File: src/design/sprite_params.svh
`ifndef SPRITE_PARAMS_SVH
`define SPRITE_PARAMS_SVH

// Sprite engine dimensions
`define SPRITE_COUNT 8
`define SPRITE_BITS 24
`define SPRITE_XW 9

// ================================================
// Register port address map
// ================================================
// Addresses 0 to 7 hold the low byte of each sprite X position
`define SPRITE_REG_XMSB 4'd8
`define SPRITE_REG_ENABLE 4'd9
`define SPRITE_REG_EXPAND 4'd10
`define SPRITE_REG_MCMODE 4'd11
// Indexed color write, data bits 6 to 4 pick the sprite and bits 3 to 0 the color
`define SPRITE_REG_COLOR 4'd12
`define SPRITE_REG_MC0 4'd13
`define SPRITE_REG_MC1 4'd14

`endif
File: src/design/sprite_pkg.sv
`include "sprite_params.svh"

package spritePkg;

	// ================================================
	// Widths that carry a meaning
	// ================================================

	// One bit per sprite, bit n belongs to sprite n
	typedef logic [`SPRITE_COUNT-1:0] spriteMaskT;

	// Sprite number, sprite 0 has the highest priority
	typedef logic [2:0] spriteIdT;

	// Horizontal raster or sprite position
	typedef logic [`SPRITE_XW-1:0] xPosT;

	// Index into the 16 entry palette
	typedef logic [3:0] colorT;

	// Two bit sprite pixel code
	// Code 0 is always transparent
	typedef logic [1:0] pixelCodeT;

	// ================================================
	// Memory cycle kinds of the video bus
	// ================================================

	// Only a sprite cycle carries sprite data on db
	typedef enum logic [2:0] {
		VIC_IDLE    = 3'd0,
		VIC_CHAR    = 3'd1,
		VIC_GRAPH   = 3'd2,
		VIC_SPRITE  = 3'd3,
		VIC_REFRESH = 3'd4
	} vicCycleT;

endpackage

File: src/design/spriteCtrlIf.sv
`timescale 1ns/10ps

// Per-sprite shift control from the sequencer to the pixel shifter
interface spriteCtrlIf;
	import spritePkg::*;

	// Sprite takes fetched data on this line
	spriteMaskT active;

	// Sprite is inside its display window
	spriteMaskT shift;

	// This pixel tick advances the sprite shift register
	// Always a subset of shift
	spriteMaskT clkShift;

	// Sprite uses two bits per pixel
	spriteMaskT multicolor;

	// The sequencer drives every control line
	modport seq (
		output active,
		output shift,
		output clkShift,
		output multicolor
	);

	// The shifter only listens
	modport shifter (
		input active,
		input shift,
		input clkShift,
		input multicolor
	);

endinterface

File: src/design/spriteUnit.sv
`timescale 1ns/10ps
`include "sprite_params.svh"

module spriteUnit (
	input  logic                   clk33,
	input  logic                   arstN,
	input  logic                   clken8,
	input  logic                   regWe,
	input  logic [3:0]             regAddr,
	input  logic [7:0]             regData,
	input  spritePkg::xPosT        rasterX,
	input  spritePkg::spriteMaskT  dmaActive,
	input  spritePkg::vicCycleT    vicCycle,
	input  logic                   enaData,
	input  spritePkg::spriteIdT    spriteNum,
	input  logic [7:0]             db,
	input  logic                   collisionClear,
	output logic                   pixelValid,
	output spritePkg::colorT       pixelColor,
	output spritePkg::spriteIdT    pixelSprite,
	output spritePkg::spriteMaskT  collision
);
	import spritePkg::*;

	// Shift control bundle between sequencer and shifter
	spriteCtrlIf ctrlBus ();

	// Sprite colors from the register file
	colorT spriteColor [`SPRITE_COUNT];
	colorT mc0;
	colorT mc1;

	// Delayed pixel codes, one per sprite
	pixelCodeT currentPixel [`SPRITE_COUNT];

	// ================================================
	// Pixel path, sequencer to shifter to color stage
	// ================================================

	spriteSequencer uSeq (
		.clk33(clk33),
		.arstN(arstN),
		.clken8(clken8),
		.regWe(regWe),
		.regAddr(regAddr),
		.regData(regData),
		.rasterX(rasterX),
		.dmaActive(dmaActive),
		.spriteColor(spriteColor),
		.mc0(mc0),
		.mc1(mc1),
		.ctrl(ctrlBus.seq)
	);

	spritePixelShifter uShifter (
		.clk33(clk33),
		.arstN(arstN),
		.clken8(clken8),
		.vicCycle(vicCycle),
		.enaData(enaData),
		.spriteNum(spriteNum),
		.db(db),
		.ctrl(ctrlBus.shifter),
		.currentPixel(currentPixel)
	);

	// The color stage needs the mode bits too, taken straight off the bundle
	spriteColorMux uColor (
		.clk33(clk33),
		.arstN(arstN),
		.clken8(clken8),
		.currentPixel(currentPixel),
		.multicolor(ctrlBus.multicolor),
		.spriteColor(spriteColor),
		.mc0(mc0),
		.mc1(mc1),
		.collisionClear(collisionClear),
		.pixelValid(pixelValid),
		.pixelColor(pixelColor),
		.pixelSprite(pixelSprite),
		.collision(collision)
	);

endmodule

File: src/design/spriteColorMux.sv
`timescale 1ns/10ps
`include "sprite_params.svh"

module spriteColorMux (
	input  logic                   clk33,
	input  logic                   arstN,
	input  logic                   clken8,
	input  spritePkg::pixelCodeT   currentPixel [`SPRITE_COUNT],
	input  spritePkg::spriteMaskT  multicolor,
	input  spritePkg::colorT       spriteColor [`SPRITE_COUNT],
	input  spritePkg::colorT       mc0,
	input  spritePkg::colorT       mc1,
	input  logic                   collisionClear,
	output logic                   pixelValid,
	output spritePkg::colorT       pixelColor,
	output spritePkg::spriteIdT    pixelSprite,
	output spritePkg::spriteMaskT  collision
);
	import spritePkg::*;

	// ================================================
	// Code to color mapping
	// ================================================

	spriteMaskT opaque;
	colorT codeColor [`SPRITE_COUNT];

	always_comb begin
		for (int n = 0; n < `SPRITE_COUNT; n++) begin
			if (multicolor[n]) begin
				// Every nonzero code is drawn in multicolor mode
				opaque[n] = (currentPixel[n] != 2'b00);
				case (currentPixel[n])
					2'b01: codeColor[n] = mc0;
					2'b10: codeColor[n] = spriteColor[n];
					default: codeColor[n] = mc1;
				endcase
			end else begin
				// Hires pixel lives in the top bit only
				opaque[n] = currentPixel[n][1];
				codeColor[n] = spriteColor[n];
			end
		end
	end

	// ================================================
	// Priority and collision detect
	// ================================================

	spriteIdT winId;
	colorT winColor;
	logic multiHit;

	// Walk from the highest index down so the lowest opaque sprite wins
	always_comb begin
		winId = '0;
		winColor = '0;
		for (int n = `SPRITE_COUNT - 1; n >= 0; n--) begin
			if (opaque[n]) begin
				winId = spriteIdT'(n);
				winColor = codeColor[n];
			end
		end
	end

	// More than one bit set means at least two sprites overlap
	assign multiHit = (opaque & (opaque - spriteMaskT'(1))) != '0;

	always_ff @(posedge clk33 or negedge arstN) begin
		if (!arstN) begin
			pixelValid <= 1'b0;
			pixelColor <= '0;
			pixelSprite <= '0;
		end else if (clken8) begin
			pixelValid <= |opaque;
			pixelColor <= winColor;
			pixelSprite <= winId;
		end
	end

	// Collision bits are sticky until software clears them
	always_ff @(posedge clk33 or negedge arstN) begin
		if (!arstN)
			collision <= '0;
		else if (collisionClear)
			collision <= '0;
		else if (clken8 && multiHit)
			collision <= collision | opaque;
	end

endmodule

File: src/design/spritePixelShifter.sv
`timescale 1ns/10ps
`include "sprite_params.svh"

module spritePixelShifter (
	input  logic                  clk33,
	input  logic                  arstN,
	input  logic                  clken8,
	input  spritePkg::vicCycleT   vicCycle,
	input  logic                  enaData,
	input  spritePkg::spriteIdT   spriteNum,
	input  logic [7:0]            db,
	spriteCtrlIf.shifter          ctrl,
	output spritePkg::pixelCodeT  currentPixel [`SPRITE_COUNT]
);
	import spritePkg::*;

	// ================================================
	// Sprite data shift registers
	// ================================================

	logic [`SPRITE_BITS-1:0] pixData [`SPRITE_COUNT];
	logic loadHit;

	// A byte is taken in any sprite fetch cycle with valid bus data,
	// provided the addressed sprite is live on this line
	assign loadHit = (vicCycle == VIC_SPRITE) && enaData && ctrl.active[spriteNum];

	always_ff @(posedge clk33 or negedge arstN) begin
		if (!arstN) begin
			for (int n = 0; n < `SPRITE_COUNT; n++) begin
				pixData[n] <= '0;
			end
		end else begin
			for (int n = 0; n < `SPRITE_COUNT; n++) begin
				if (loadHit && (spriteNum == spriteIdT'(n))) begin
					// Fetched bytes enter at the bottom, three fill the register
					pixData[n] <= {pixData[n][`SPRITE_BITS-9:0], db};
				end else if (clken8 && ctrl.clkShift[n]) begin
					// Multicolor moves a whole 2-bit code per shift
					if (ctrl.multicolor[n])
						pixData[n] <= {pixData[n][`SPRITE_BITS-3:0], 2'b00};
					else
						pixData[n] <= {pixData[n][`SPRITE_BITS-2:0], 1'b0};
				end
			end
		end
	end

	// ================================================
	// Current pixel stage
	// ================================================

	// The top two bits are sampled before this tick's shift takes effect
	// Outside the window the code is forced transparent
	always_ff @(posedge clk33 or negedge arstN) begin
		if (!arstN) begin
			for (int n = 0; n < `SPRITE_COUNT; n++) begin
				currentPixel[n] <= '0;
			end
		end else if (clken8) begin
			for (int n = 0; n < `SPRITE_COUNT; n++) begin
				if (ctrl.shift[n])
					currentPixel[n] <= pixData[n][`SPRITE_BITS-1:`SPRITE_BITS-2];
				else
					currentPixel[n] <= 2'b00;
			end
		end
	end

endmodule

File: src/design/spriteSequencer.sv
`timescale 1ns/10ps
`include "sprite_params.svh"

module spriteSequencer (
	input  logic                clk33,
	input  logic                arstN,
	input  logic                clken8,
	input  logic                regWe,
	input  logic [3:0]          regAddr,
	input  logic [7:0]          regData,
	input  spritePkg::xPosT     rasterX,
	input  spritePkg::spriteMaskT dmaActive,
	output spritePkg::colorT    spriteColor [`SPRITE_COUNT],
	output spritePkg::colorT    mc0,
	output spritePkg::colorT    mc1,
	spriteCtrlIf.seq            ctrl
);
	import spritePkg::*;

	// ================================================
	// Sprite registers
	// ================================================

	logic [7:0] xLow [`SPRITE_COUNT];
	spriteMaskT xMsb;
	spriteMaskT enable;
	spriteMaskT expand;
	spriteMaskT mcMode;
	xPosT xPos [`SPRITE_COUNT];

	// Writes land on the next clock edge, no pixel tick needed
	always_ff @(posedge clk33 or negedge arstN) begin
		if (!arstN) begin
			for (int n = 0; n < `SPRITE_COUNT; n++) begin
				xLow[n] <= '0;
				spriteColor[n] <= '0;
			end
			xMsb <= '0;
			enable <= '0;
			expand <= '0;
			mcMode <= '0;
			mc0 <= '0;
			mc1 <= '0;
		end else if (regWe) begin
			// The low half of the map is the X low byte of each sprite
			if (!regAddr[3]) begin
				xLow[regAddr[2:0]] <= regData;
			end else begin
				case (regAddr)
					`SPRITE_REG_XMSB: xMsb <= regData;
					`SPRITE_REG_ENABLE: enable <= regData;
					`SPRITE_REG_EXPAND: expand <= regData;
					`SPRITE_REG_MCMODE: mcMode <= regData;
					`SPRITE_REG_COLOR: spriteColor[regData[6:4]] <= regData[3:0];
					`SPRITE_REG_MC0: mc0 <= regData[3:0];
					`SPRITE_REG_MC1: mc1 <= regData[3:0];
					default: ;
				endcase
			end
		end
	end

	// Full nine bit X position per sprite
	always_comb begin
		for (int n = 0; n < `SPRITE_COUNT; n++) begin
			xPos[n] = {xMsb[n], xLow[n]};
		end
	end

	// ================================================
	// X compare and display window
	// ================================================

	// matchQ holds the compare result of the previous tick
	spriteMaskT matchQ;
	spriteMaskT shiftQ;
	logic [5:0] pixelCnt [`SPRITE_COUNT];
	logic [1:0] phase [`SPRITE_COUNT];

	always_ff @(posedge clk33 or negedge arstN) begin
		if (!arstN) begin
			matchQ <= '0;
			shiftQ <= '0;
			for (int n = 0; n < `SPRITE_COUNT; n++) begin
				pixelCnt[n] <= '0;
				phase[n] <= '0;
			end
		end else if (clken8) begin
			for (int n = 0; n < `SPRITE_COUNT; n++) begin
				matchQ[n] <= (rasterX == xPos[n]) && enable[n] && dmaActive[n];
				if (shiftQ[n]) begin
					// Phase counts ticks inside the window and paces clkShift
					phase[n] <= phase[n] + 2'd1;
					if (pixelCnt[n] == '0)
						shiftQ[n] <= 1'b0;
					else
						pixelCnt[n] <= pixelCnt[n] - 6'd1;
				end else if (matchQ[n] && enable[n] && dmaActive[n]) begin
					// Open a window of 24 ticks, doubled when X expanded
					shiftQ[n] <= 1'b1;
					phase[n] <= 2'd0;
					pixelCnt[n] <= expand[n] ? 6'(2 * `SPRITE_BITS - 1)
						: 6'(`SPRITE_BITS - 1);
				end
			end
		end
	end

	// ================================================
	// Shift rate
	// ================================================

	// Hires plain shifts each tick, hires expanded and multicolor every
	// second tick, multicolor expanded every fourth tick
	spriteMaskT rateTick;

	always_comb begin
		for (int n = 0; n < `SPRITE_COUNT; n++) begin
			case ({mcMode[n], expand[n]})
				2'b00: rateTick[n] = 1'b1;
				2'b11: rateTick[n] = &phase[n];
				default: rateTick[n] = phase[n][0];
			endcase
		end
	end

	assign ctrl.active = dmaActive;
	assign ctrl.multicolor = mcMode;
	assign ctrl.shift = shiftQ;
	assign ctrl.clkShift = shiftQ & rateTick;

endmodule

File: config.mk
export PLATFORM = sky130hd
export DESIGN_NAME = spriteUnit
export DESIGN_NICKNAME = d
export VERILOG_FILES = /design/src/design/sprite_pkg.sv /design/src/design/spriteCtrlIf.sv /design/src/design/spriteUnit.sv /design/src/design/spriteColorMux.sv /design/src/design/spritePixelShifter.sv /design/src/design/spriteSequencer.sv
export VERILOG_INCLUDE_DIRS = /design/src /design/src/design
export SDC_FILE = /design/constraint.sdc
export NUM_CORES = 1
export LEC_CHECK = 0
export BUFFER_PORTS_ARGS = -buffer_cell sky130_fd_sc_hd__buf_2
export CORE_MARGIN = 5
export CORE_UTILIZATION = 30
export CTS_BUF_LIST = sky130_fd_sc_hd__clkbuf_8
export CTS_CLUSTER_DIAMETER = 40
export DETAILED_ROUTE_END_ITERATION = 10
export HOLD_SLACK_MARGIN = 0.15
export PLACE_DENSITY = 0.45
export SLEW_MARGIN = 20
export SYNTH_ARGS = -nofsm -noshare
export SYNTH_HDL_FRONTEND = slang
export SYNTH_SLANG_ARGS = --single-unit
File: constraint.sdc
create_clock -name clk33 -period 6.7 [get_ports clk33]
set_input_delay 0.67 -clock clk33 [delete_from_list [all_inputs] [get_ports clk33]]
set_output_delay 0.67 -clock clk33 [all_outputs]
set_load 0.01 [all_outputs]
==> out/metrics.csv, run 1 <==
stage;metric;value;unit
job;# Max-Cap Violations;0;
synthesis;flops & latches, synth;440;
worst_setup_path;CP Cell Sequence;buf_4, inv_1, ha_1, nor2b_1, nor3_2, buf_4, nor2b_1, a311oi_1, a21oi_1;
synthesis;Post-synth EDFFs;0;
timing;part of the cycle the worst path needs;41.0;%
synthesis;synth top area cells;dfrtp_1, o21ai_0, mux2i_1;
hold_path;HP Class;primary input to flip-flop;
clock_tree;CTS clock-pin slew for the worst setup and hold paths;60;ps
synthesis;simple-gate share of the synthesized area;14.3;%
global_route;gr usage total;15.5;%
floorplan;Die X;294;µm
timing;setup TNS;0;ps
synthesis;post-synthesis adder-cell area fraction;3.36;%
worst_setup_path;Top Family by Delay on Critical Path;buffers and inverters;
clock_tree;clk_lat worst skew;680;ps
worst_setup_path;crit path kind;flip-flop to flip-flop;
route;WL/cell;18.2;µm
timing;final setup vio count;0;
final_layout;fill count;8267;
floorplan;core area;80300;µm²
global_route;vias in the first global route;18700;
floorplan;initial core utilization;30.1;%
synthesis;ys flop type;dfrtp_1;
synthesis;Netlist Area Pre-Place;24200;µm²
synthesis;Mean Syn Cell Area;9.41;µm²
worst_setup_path;CP Buf/Inv Count;3;
synthesis;most frequent cell after synthesis;nand2_1;
synthesis;Syn Inst Count;2571;
place;placed instance area;25200;µm²
route;Antenna Nets Post-Route;0;
place;Placer Congestion;0.840;
synthesis;largest family of logic cells by synthesized area;compound AO/OA/AOI/OAI gates;
global_route;initial antenna violation count;2;
synthesis;Post-Synth XOR/XNOR Area;2.79;%
clock_tree;CTS sink count;440;
clock_tree;CTS root buf;clkbuf_8;
synthesis;compound-gate portion of the synthesized area;16.1;%
clock_tree;H-Tree Depth;3;
final_layout;layout cells sized above 1;14.7;%
synthesis;syn nets;2684;
worst_setup_path;Crit Path Max Fanout;47;
synthesis;sequential share of the synthesized area;45.5;%
synthesis;most frequent cells after synthesis;nand2_1, dfrtp_1, o21ai_0;
worst_setup_path;CP Capture Type;flip-flop;
power_and_ir_drop;Static Leak;0.0116;µW
synthesis;Synth top area share;45.5;%
route;vias post-DR;18700;
hold_path;min-delay src;collisionClear;
worst_setup_path;Worst path slowest cell;buf_4;
power_and_ir_drop;Worst IR Drop VDD;0.000127;V
final_layout;finished layout cell area;27300;µm²
floorplan;Cell Rows;104;
power_and_ir_drop;power per cell area;284;nW/µm²
route;initial DRC count;1292;
clock_tree;CTS tree;done;
timing;Period minus WS final;2750;ps
synthesis;Ys Warns;0;
worst_setup_path;CP required;7230;ps
final_layout;synthesis-to-layout area growth;12.8;%
worst_setup_path;crit path DAT;3270;ps
floorplan;# IOs;65;
timing;unrepaired setup endpoints after global routing;no;
route;TritonRoute pass-1 iters;5;
final_layout;nets@finish;2693;
floorplan;Die Y;294;µm
global_route;pin count of the biggest net entering global routing;128;
run_status;status;complete, no violations;
final_layout;Final Non-Filler Cells;3711;
route;vias per cell;5.05;
synthesis;Post-synth ARST share;100;%
place;dpl hpwl;44700;µm
place;# port buffers;64;
global_route;GRT Residual Overflow;0;
place;DP Cell Count;3546;
worst_setup_path;crit path from;uSeq.ctrl.multicolor[7];
synthesis;Synth cell types;75;
route;DRC Markers;0;
synthesis;cell taking the most area after synthesis;dfrtp_1;
global_route;first-pass GRT wire length;108000;µm
timing;achievable frequency;364;MHz
clock_tree;post_cts resized;0;
clock_tree;CTS Buf Count;91;
worst_setup_path;launch point of the worst reg-to-reg path;uSeq.ctrl.multicolor[7];
timing;relative slew slack;30.3;%
timing;clock skew;29.9;ps
route;drt total wl;67700;µm
synthesis;mux share of post-synthesis cell area;13.0;%
clock_tree;Clock Tree Buf Depth;3;
timing;count of final hold-check violations;0;
worst_setup_path;highest cell delay on the worst timing path;420;ps
clock_tree;setup bufs post-CTS;0;
timing;Max Slew Vio Count;0;
worst_setup_path;crit path launch type;flip-flop;
floorplan;Die ar.;86400;µm²
timing;Least-Margin Pin Slew;1040;ps
==> logic make-up after synthesis <==
group,after synthesis
simple gates,760
buf+inv,245
fa+ha+maj,65
xor+xnor,77
mux,297
compound gates,687
flops,440
==> stage by stage <==
stage          total power (µW)  worst slack [ps]  utilization (%)  hold slack [ps]
6_report                   7750              3950             34.0              350
5_1_grt                    8180              3720             34.0              330
4_1_cts                    7880              3920             34.0              279
3_5_place_dp               4640              3560             31.4              464
3_3_place_gp               4610              3600             31.4              457
2_1_floorplan              4210              4550                -              374
==> worst reg2reg max path, stage by stage, from the launching register on <==
cell and delay (ps):
dfrtp_1 320, buf_4 420, inv_1 320, ha_1 380, nor2b_1 140, nor3_2 160
buf_4 410, nor2b_1 120, a311oi_1 260, a21oi_1 70
==> registers in the layout, indices dropped and copies added (netlist names), 16 cells and up <==
signal / flops
uShifter.pixData: 192
uSeq.xLow: 64
uSeq.pixelCnt: 48
uSeq.spriteColor: 32
uSeq.phase: 16
uShifter.currentPixel: 16
==> per-layer routing <==
layer / GRT usage (%) / part of all wire [%] / up-vias
li1: - / - / 9028
met4: 4.81 / 2.2 / 2
met3: 2.54 / 4.0 / 97
met5: 0 / 0.019 / -
met1: 21.6 / 47 / 9288
met2: 24.9 / 47 / 324
==> cell usage in the layout (no fill, tap or decap), types with 8 or more instances in the layout <==
cell,n
a22oi_1,19
nand4_1,21
mux2_2,102
nor3_1,24
nand3_1,62
nand2_1,448
o21ai_1,37
a31oi_1,12
ha_1,64
buf_4,29
bufinv_16,9
o21ai_0,435
a21o_1,20
xnor2_1,63
dfrtp_1,440
inv_1,78
a311oi_1,8
nor2_1,80
o21a_1,10
a32o_1,8
clkbuf_8,114
buf_2,63
mux2_1,9
xor2_1,14
clkinv_2,15
nor2b_1,18
a21oi_1,68
clkinvlp_4,8
mux2i_1,184
nand2b_1,28
nor3_2,9
a211oi_1,17
==> repair_timing <==
item / 4_1_cts / 5_1_grt
endpoints found under the hold margin: 68 / 0
setup endpoints to repair: 0 / 0
hold buffers: 1 / 0
==> where the power goes <==
| group | switching (µW) | total [µW] | leakage [µW] | internal (µW) |
|---|---|---|---|---|
| registers | 329 | 3320 | 0.00584 | 2990 |
| clock network | 1270 | 3160 | 0.00109 | 1880 |
| logic | 697 | 1270 | 0.00467 | 574 |
| total | 2300 | 7750 | 0.0116 | 5450 |
==> path summary, 6_finish.rpt <==
| check | slack [ps] | depth (start not counted) | endpoint |
|---|---|---|---|
| setup / recovery | 3950 | 9 | uShifter.pixData[1] |
| min in group asynchronous | 570 | 2 | uShifter.pixData[63] |
| hold / removal | 350 | 2 | uColor.collision[7] |
| max in group asynchronous | 4670 | 3 | uSeq.pixelCnt[39] |
| setup reg to reg | 3950 | 9 | uShifter.pixData[1] |
| hold reg to reg | 470 | 1 | uSeq.matchQ[6] |
==> cell type report <==
type | count | area (µm²) | share of cell area, %
Sequential cell | 440 | 11000 | 40.4
Clock buffer | 114 | 1570 | 5.75
Multi-Input combinational cell | 1886 | 12100 | 44.2
Inverter | 65 | 244 | 0.894
Timing Repair Buffer | 96 | 598 | 2.19
Tap cell | 1060 | 1330 | 4.86
Clock inverter | 48 | 478 | 1.75
Antenna cell | 2 | 5.00 | 0.0183
Note: power is estimated with default switching activity, not from simulation.
==> inputs of run 2 (changes only) <==
PLACE_DENSITY = 0.47   (was 0.45)
clock period = 2.21 ns   (was 6.7 ns; I/O delays follow)
==> run 2 against run 1 <==
- total power rose to 3.1 times the previous value
- sequential share of layout area shrank 1.7 points
- combinational power rose to 3.2 times the previous value
- clock power grew to 3.2 times the previous value
- fmax increased by 29%
- clock skew is 3.8 ps higher
==> out/metrics.csv, run 2 (synthesis gave the netlist of run 1 again) <==
stage;metric;value;unit
timing;Max Slew Vio Count;0;
clock_tree;Clock Tree Buf Depth;3;
timing;setup TNS;0;ps
global_route;first-pass GRT wire length;109000;µm
worst_setup_path;end of the critical path;uColor.pixelColor[1];
worst_setup_path;r2r endpoint;uColor.pixelColor[1];
final_layout;nets@finish;2787;
route;vias per cell;5.00;
route;initial DRC count;1529;
clock_tree;H-Tree Depth;3;
worst_setup_path;CP Capture Type;flip-flop;
worst_setup_path;number of cells on the worst reg-to-reg path;8;
place;dpl hpwl;46200;µm
timing;final setup vio count;0;
final_layout;Final Non-Filler Cells;3812;
clock_tree;CTS clock-pin slew for the worst setup and hold paths;60;ps
worst_setup_path;Crit Path Max Fanout;8;
place;# port buffers;64;
power_and_ir_drop;Seq pwr share;41.6;%
clock_tree;CTS tree;done;
worst_setup_path;CP Cell Sequence;inv_1, ha_1, nand2_1, nand2_1, a221oi_2, o211ai_1, a21o_1, a221o_1;
floorplan;Die X;294;µm
power_and_ir_drop;power per cell area;851;nW/µm²
floorplan;Die ar.;86400;µm²
worst_setup_path;crit path launch type;flip-flop;
floorplan;# IOs;65;
place;pre-CTS WS;39.0;ps
power_and_ir_drop;Worst IR Drop VDD;0.000605;V
timing;Least-Margin Pin Slew;689;ps
final_layout;most common cell after layout, fill and taps aside;nand2_1;
timing;part of the cycle the worst path needs;96.3;%
final_layout;max FFs per register;192;
worst_setup_path;Worst path most repeated cell;nand2_1;
power_and_ir_drop;total power;24300;µW
worst_setup_path;Worst path slowest cell;dfrtp_1;
route;vias post-DR;19100;
clock_tree;CTS sink count;440;
worst_setup_path;crit path kind;flip-flop to flip-flop;
power_and_ir_drop;sw frac;29.6;%
power_and_ir_drop;Comb power frac;16.8;%
route;drt total wl;69900;µm
worst_setup_path;crit path DAT;2680;ps
final_layout;synthesis-to-layout area growth;17.8;%
final_layout;biggest regs;uShifter.pixData: 192 flops, uSeq.xLow: 64 flops, uSeq.pixelCnt: 48 flops;
power_and_ir_drop;Internal;17100;µW
timing;unrepaired setup endpoints after global routing;no;
timing;Final WS setup;81.8;ps
clock_tree;CTS Buf Count;92;
final_layout;layout cells sized above 1;16.9;%
timing;achievable frequency;470;MHz
run_status;status;complete, no violations;
place;DP Cell Count;3605;
hold_path;HP Class;primary input to flip-flop;
route;DRC Markers;0;
job;# Max-Cap Violations;0;
clock_tree;CTS root buf;clkbuf_8;
global_route;vias in the first global route;19000;
route;TritonRoute pass-1 iters;8;
worst_setup_path;CP required;2760;ps
floorplan;Cell Rows;104;
global_route;pin count of the biggest net entering global routing;106;
clock_tree;clk_lat worst skew;690;ps
place;Placer Congestion;0.872;
global_route;initial antenna violation count;4;
route;Antenna Nets Post-Route;0;
final_layout;Top reg by flops;uShifter.pixData;
worst_setup_path;crit path from;uShifter.currentPixel[1];
timing;relative slew slack;54.1;%
hold_path;min-delay src;rasterX[8];
timing;count of final hold-check violations;0;
global_route;GRT Residual Overflow;0;
floorplan;core area;80300;µm²
timing;clock skew;33.6;ps
power_and_ir_drop;Clock power frac;41.6;%
worst_setup_path;launch point of the worst reg-to-reg path;uShifter.currentPixel[1];
floorplan;Die Y;294;µm
worst_setup_path;highest cell delay on the worst timing path;380;ps
power_and_ir_drop;switching power;7170;µW
floorplan;initial core utilization;30.1;%
route;WL/cell;18.3;µm
timing;Period minus WS final;2130;ps
global_route;gr usage total;15.8;%
power_and_ir_drop;Static Leak;0.0122;µW
final_layout;most frequent cells in the layout;nand2_1, dfrtp_1, o21ai_0;
worst_setup_path;R2R Setup Slk;80;ps
clock_tree;setup bufs post-CTS;0;
## run 2: cell types whose count changed in the layout (fill, tap and decap cells not counted), sizes merged
cell / previous run / this run
buf: 95 / 155
bufinv: 9 / 12
clkinvlp: 8 / 7
dlygate4sd3: 1 / 34
inv: 80 / 83
clkinv: 16 / 19
## run 2: worst max-delay path, delay by kind of cell (launching register included)
family | cells | cell delay, ps
compound gates | 4 | 950
fa+ha+maj | 1 | 370
flops | 1 | 380
simple gates | 2 | 220
buf+inv | 1 | 90
## run 2: repair_timing
item / 4_1_cts / 5_1_grt
endpoints found under the setup margin: 1 / 6
gates resized for setup: 1 / 12
hold buffers: 35 / 0
endpoints found under the hold margin: 579 / 0
pin swaps: 0 / 1
## run 2: cell type report
cell class | count | area, µm²
antenna | 2 | 5.00
clock buffer | 114 | 1570
multi-input combinational | 1886 | 12100
sequential | 440 | 11000
timing repair buffer | 189 | 1630
tap | 1060 | 1330
inverter | 65 | 244
fill | 8197 | 51800
clock inverter | 56 | 618
## run 2: power groups by stage
stage | Clock, µW | Sequential, µW | Combinational [µW]
floorplan | 0 | 9800 | 2960
global placement | 0 | 10200 | 3950
detailed placement | 0 | 10200 | 4030
CTS | 10400 | 10100 | 4100
global route | 10800 | 10200 | 4520
finish | 10100 | 10100 | 4060
## run 2: worst min-delay path by stage
stage,end,slack [ps],depth (start not counted)
2_1_floorplan,uColor.collision[0],-70,0
3_3_place_gp,uSeq.pixelCnt[30],110,1
3_5_place_dp,uSeq.pixelCnt[31],110,1
4_1_cts,uSeq.xLow[60],160,4
5_1_grt,uSeq.matchQ[5],220,5
6_report,uSeq.matchQ[6],210,5
## run 2: per-layer routing
metal | track usage [%] | wire length [µm] | vias to the layer above
li1 | - | - | 9216
met1 | 21.6 | 32300 | 9343
met2 | 25.7 | 32500 | 395
met3 | 2.74 | 3260 | 113
met4 | 4.89 | 1830 | 0
met5 | 0 | 0 | -
## run 2: through the flow
step | utilization, % | cell area, µm² | hold slack, ps
2_1_floorplan | - | 24200 | -74.6
3_3_place_gp | 32.3 | 25900 | 105
3_5_place_dp | 32.3 | 25900 | 105
4_1_cts | 35.4 | 28400 | 158
5_1_grt | 35.5 | 28500 | 223
6_report | 35.5 | 28500 | 213
==> inputs of run 3 (changes only) <==
CORE_UTILIZATION = 35   (was 30)
CTS_BUF_LIST = sky130_fd_sc_hd__clkbuf_4 sky130_fd_sc_hd__clkbuf_8 sky130_fd_sc_hd__clkbuf_16   (was sky130_fd_sc_hd__clkbuf_8)
PLACE_DENSITY = 0.53   (was 0.47)
==> run 3 against run 2 <==
- flip-flop and latch count unchanged
- die area down 14%
- global-route usage up 2.3 points
- total power up 8.7%
- clock power is 21% higher
- clock-buffer cell count decreased by 16
- critical path type unchanged
- largest cell class unchanged
- highest routed layer unchanged
==> out/metrics.csv, run 3 (synthesis gave the netlist of run 1 again) <==
stage;metric;value;unit
run_status;status;complete, no violations;
final_layout;max FFs per register;192;
place;Placer Congestion;0.945;
worst_setup_path;r2r endpoint;uColor.pixelColor[1];
final_layout;synthesis-to-layout area growth;18.9;%
floorplan;core area;68600;µm²
worst_setup_path;crit path DAT;2570;ps
global_route;initial antenna violation count;0;
timing;Period minus WS final;2090;ps
worst_setup_path;CP Capture Type;flip-flop;
power_and_ir_drop;total power;26400;µW
global_route;first-pass GRT wire length;108000;µm
worst_setup_path;Crit Path Max Fanout;8;
floorplan;Die X;273;µm
clock_tree;setup bufs post-CTS;0;
final_layout;Final Non-Filler Cells;3646;
floorplan;Die ar.;74500;µm²
place;dpl hpwl;46100;µm
timing;Hold Slack;158;ps
global_route;gr usage total;18.1;%
worst_setup_path;launch point of the worst reg-to-reg path;uShifter.currentPixel[11];
route;DRC Markers;0;
clock_tree;clk_lat worst skew;610;ps
final_layout;biggest regs;uShifter.pixData: 192 flops, uSeq.xLow: 64 flops, uSeq.pixelCnt: 48 flops;
floorplan;Cell Rows;96;
floorplan;initial core utilization;35.3;%
place;placed instance area;25800;µm²
worst_setup_path;CP required;2690;ps
final_layout;most common cell after layout, fill and taps aside;nand2_1;
timing;count of final hold-check violations;0;
timing;Least-Margin Pin Slew;708;ps
clock_tree;H-Tree Depth;3;
global_route;pin count of the biggest net entering global routing;62;
timing;final setup vio count;0;
power_and_ir_drop;Worst IR Drop VDD;0.000593;V
route;drt total wl;67900;µm
power_and_ir_drop;power per cell area;917;nW/µm²
clock_tree;CTS sink count;440;
timing;relative slew slack;52.8;%
route;vias post-DR;19200;
worst_setup_path;number of cells on the worst reg-to-reg path;8;
global_route;vias in the first global route;19000;
final_layout;layout cells sized above 1;16.8;%
place;DP Cell Count;3479;
final_layout;most frequent cells in the layout;nand2_1, dfrtp_1, o21ai_0;
route;initial DRC count;1201;
final_layout;Top reg by flops;uShifter.pixData;
timing;clock skew;24.9;ps
floorplan;# IOs;65;
timing;Max Slew Vio Count;0;
final_layout;nets@finish;2766;
clock_tree;CTS tree;done;
place;# port buffers;64;
route;WL/cell;18.6;µm
final_layout;finished layout cell area;28800;µm²
global_route;GRT Residual Overflow;0;
route;vias per cell;5.27;
clock_tree;CTS root buf;clkbuf_16;
route;Antenna Nets Post-Route;0;
power_and_ir_drop;Static Leak;0.0123;µW
clock_tree;CTS Buf Count;80;
timing;achievable frequency;478;MHz
hold_path;HP Class;primary input to asynchronous set/reset pin;
clock_tree;CTS clock-pin slew for the worst setup and hold paths;60;ps
clock_tree;Clock Tree Buf Depth;3;
job;# Max-Cap Violations;0;
route;TritonRoute pass-1 iters;7;
worst_setup_path;crit path kind;flip-flop to flip-flop;
timing;setup TNS;0;ps
worst_setup_path;crit path launch type;flip-flop;
floorplan;Die Y;273;µm
timing;part of the cycle the worst path needs;94.7;%
worst_setup_path;R2R Setup Slk;120;ps
run 3: cell types whose count changed in the layout (fill, tap and decap cells not counted), sizes merged, moves of 2 or more:
cell         previous run  this run
buf                   155       157
clkinvlp                7         9
bufinv                 12         7
inv                    83        74
clkbuf                114        98
dlygate4sd3            34        23
run 3: report_power, final:
group          internal [µW]  switching (µW)  total (µW)  leakage, µW
Clock                   7890            4360       12200      0.00132
Combinational           1890            2150        4040      0.00514
Sequential              9080            1010       10100      0.00584
Total                  18800            7530       26400       0.0123
run 3: worst max-delay path, cell delays in order (launching register included):
cell	delay [ps]
dfrtp_1	400
inv_1	120
ha_2	330
nand2_1	100
nand2_1	70
a221oi_1	300
o221ai_1	170
a21o_1	200
a221o_1	290
run 3: repair_timing:
action | 4_1_cts | 5_1_grt
hold buffers | 23 | 0
endpoints found under the hold margin | 544 | 0
resized for setup | 0 | 16
setup endpoints to repair | 0 | 25
run 3: metal layers:
metal	vias to the layer above	global-route usage, %	part of all wire, %
li1	9186	-	-
met1	9516	24.7	46
met2	391	29.5	47
met3	115	3.05	4.5
met4	0	5.91	2.6
met5	-	0	0
run 3: cell type report:
type | instances | area [µm²]
Fill cell | 6717 | 39800
Multi-Input combinational cell | 1886 | 12100
Sequential cell | 440 | 11000
Clock buffer | 98 | 2180
Timing Repair Buffer | 180 | 1550
Tap cell | 931 | 1160
Clock inverter | 45 | 512
Inverter | 65 | 244
Antenna cell | 1 | 2.50
run 3: worst max-delay path by stage:
| stage | startpoint | end | slack (ps) | depth (start not counted) |
|---|---|---|---|---|
| finish | uShifter.currentPixel[11] | uColor.pixelColor[1] | 120 | 8 |
| global route | uShifter.currentPixel[11] | uColor.pixelColor[1] | -5 | 8 |
| CTS | uShifter.currentPixel[3] | uColor.pixelSprite[0] | 80 | 8 |
| detailed placement | spriteNum[0] | uShifter.pixData[1] | -6 | 7 |
| global placement | spriteNum[0] | uShifter.pixData[1] | -30 | 7 |
| floorplan | uSeq.ctrl.multicolor[4] | uShifter.pixData[85] | 60 | 10 |
run 3: through the flow:
| stage | setup WS [ps] | util, % |
|---|---|---|
| 6_report | 116 | 41.9 |
| 5_1_grt | -4.81 | 41.9 |
| 4_1_cts | 76.2 | 41.9 |
| 3_5_place_dp | -5.74 | 37.6 |
| 3_3_place_gp | -28.2 | 37.6 |
| 2_1_floorplan | 60.2 | - |
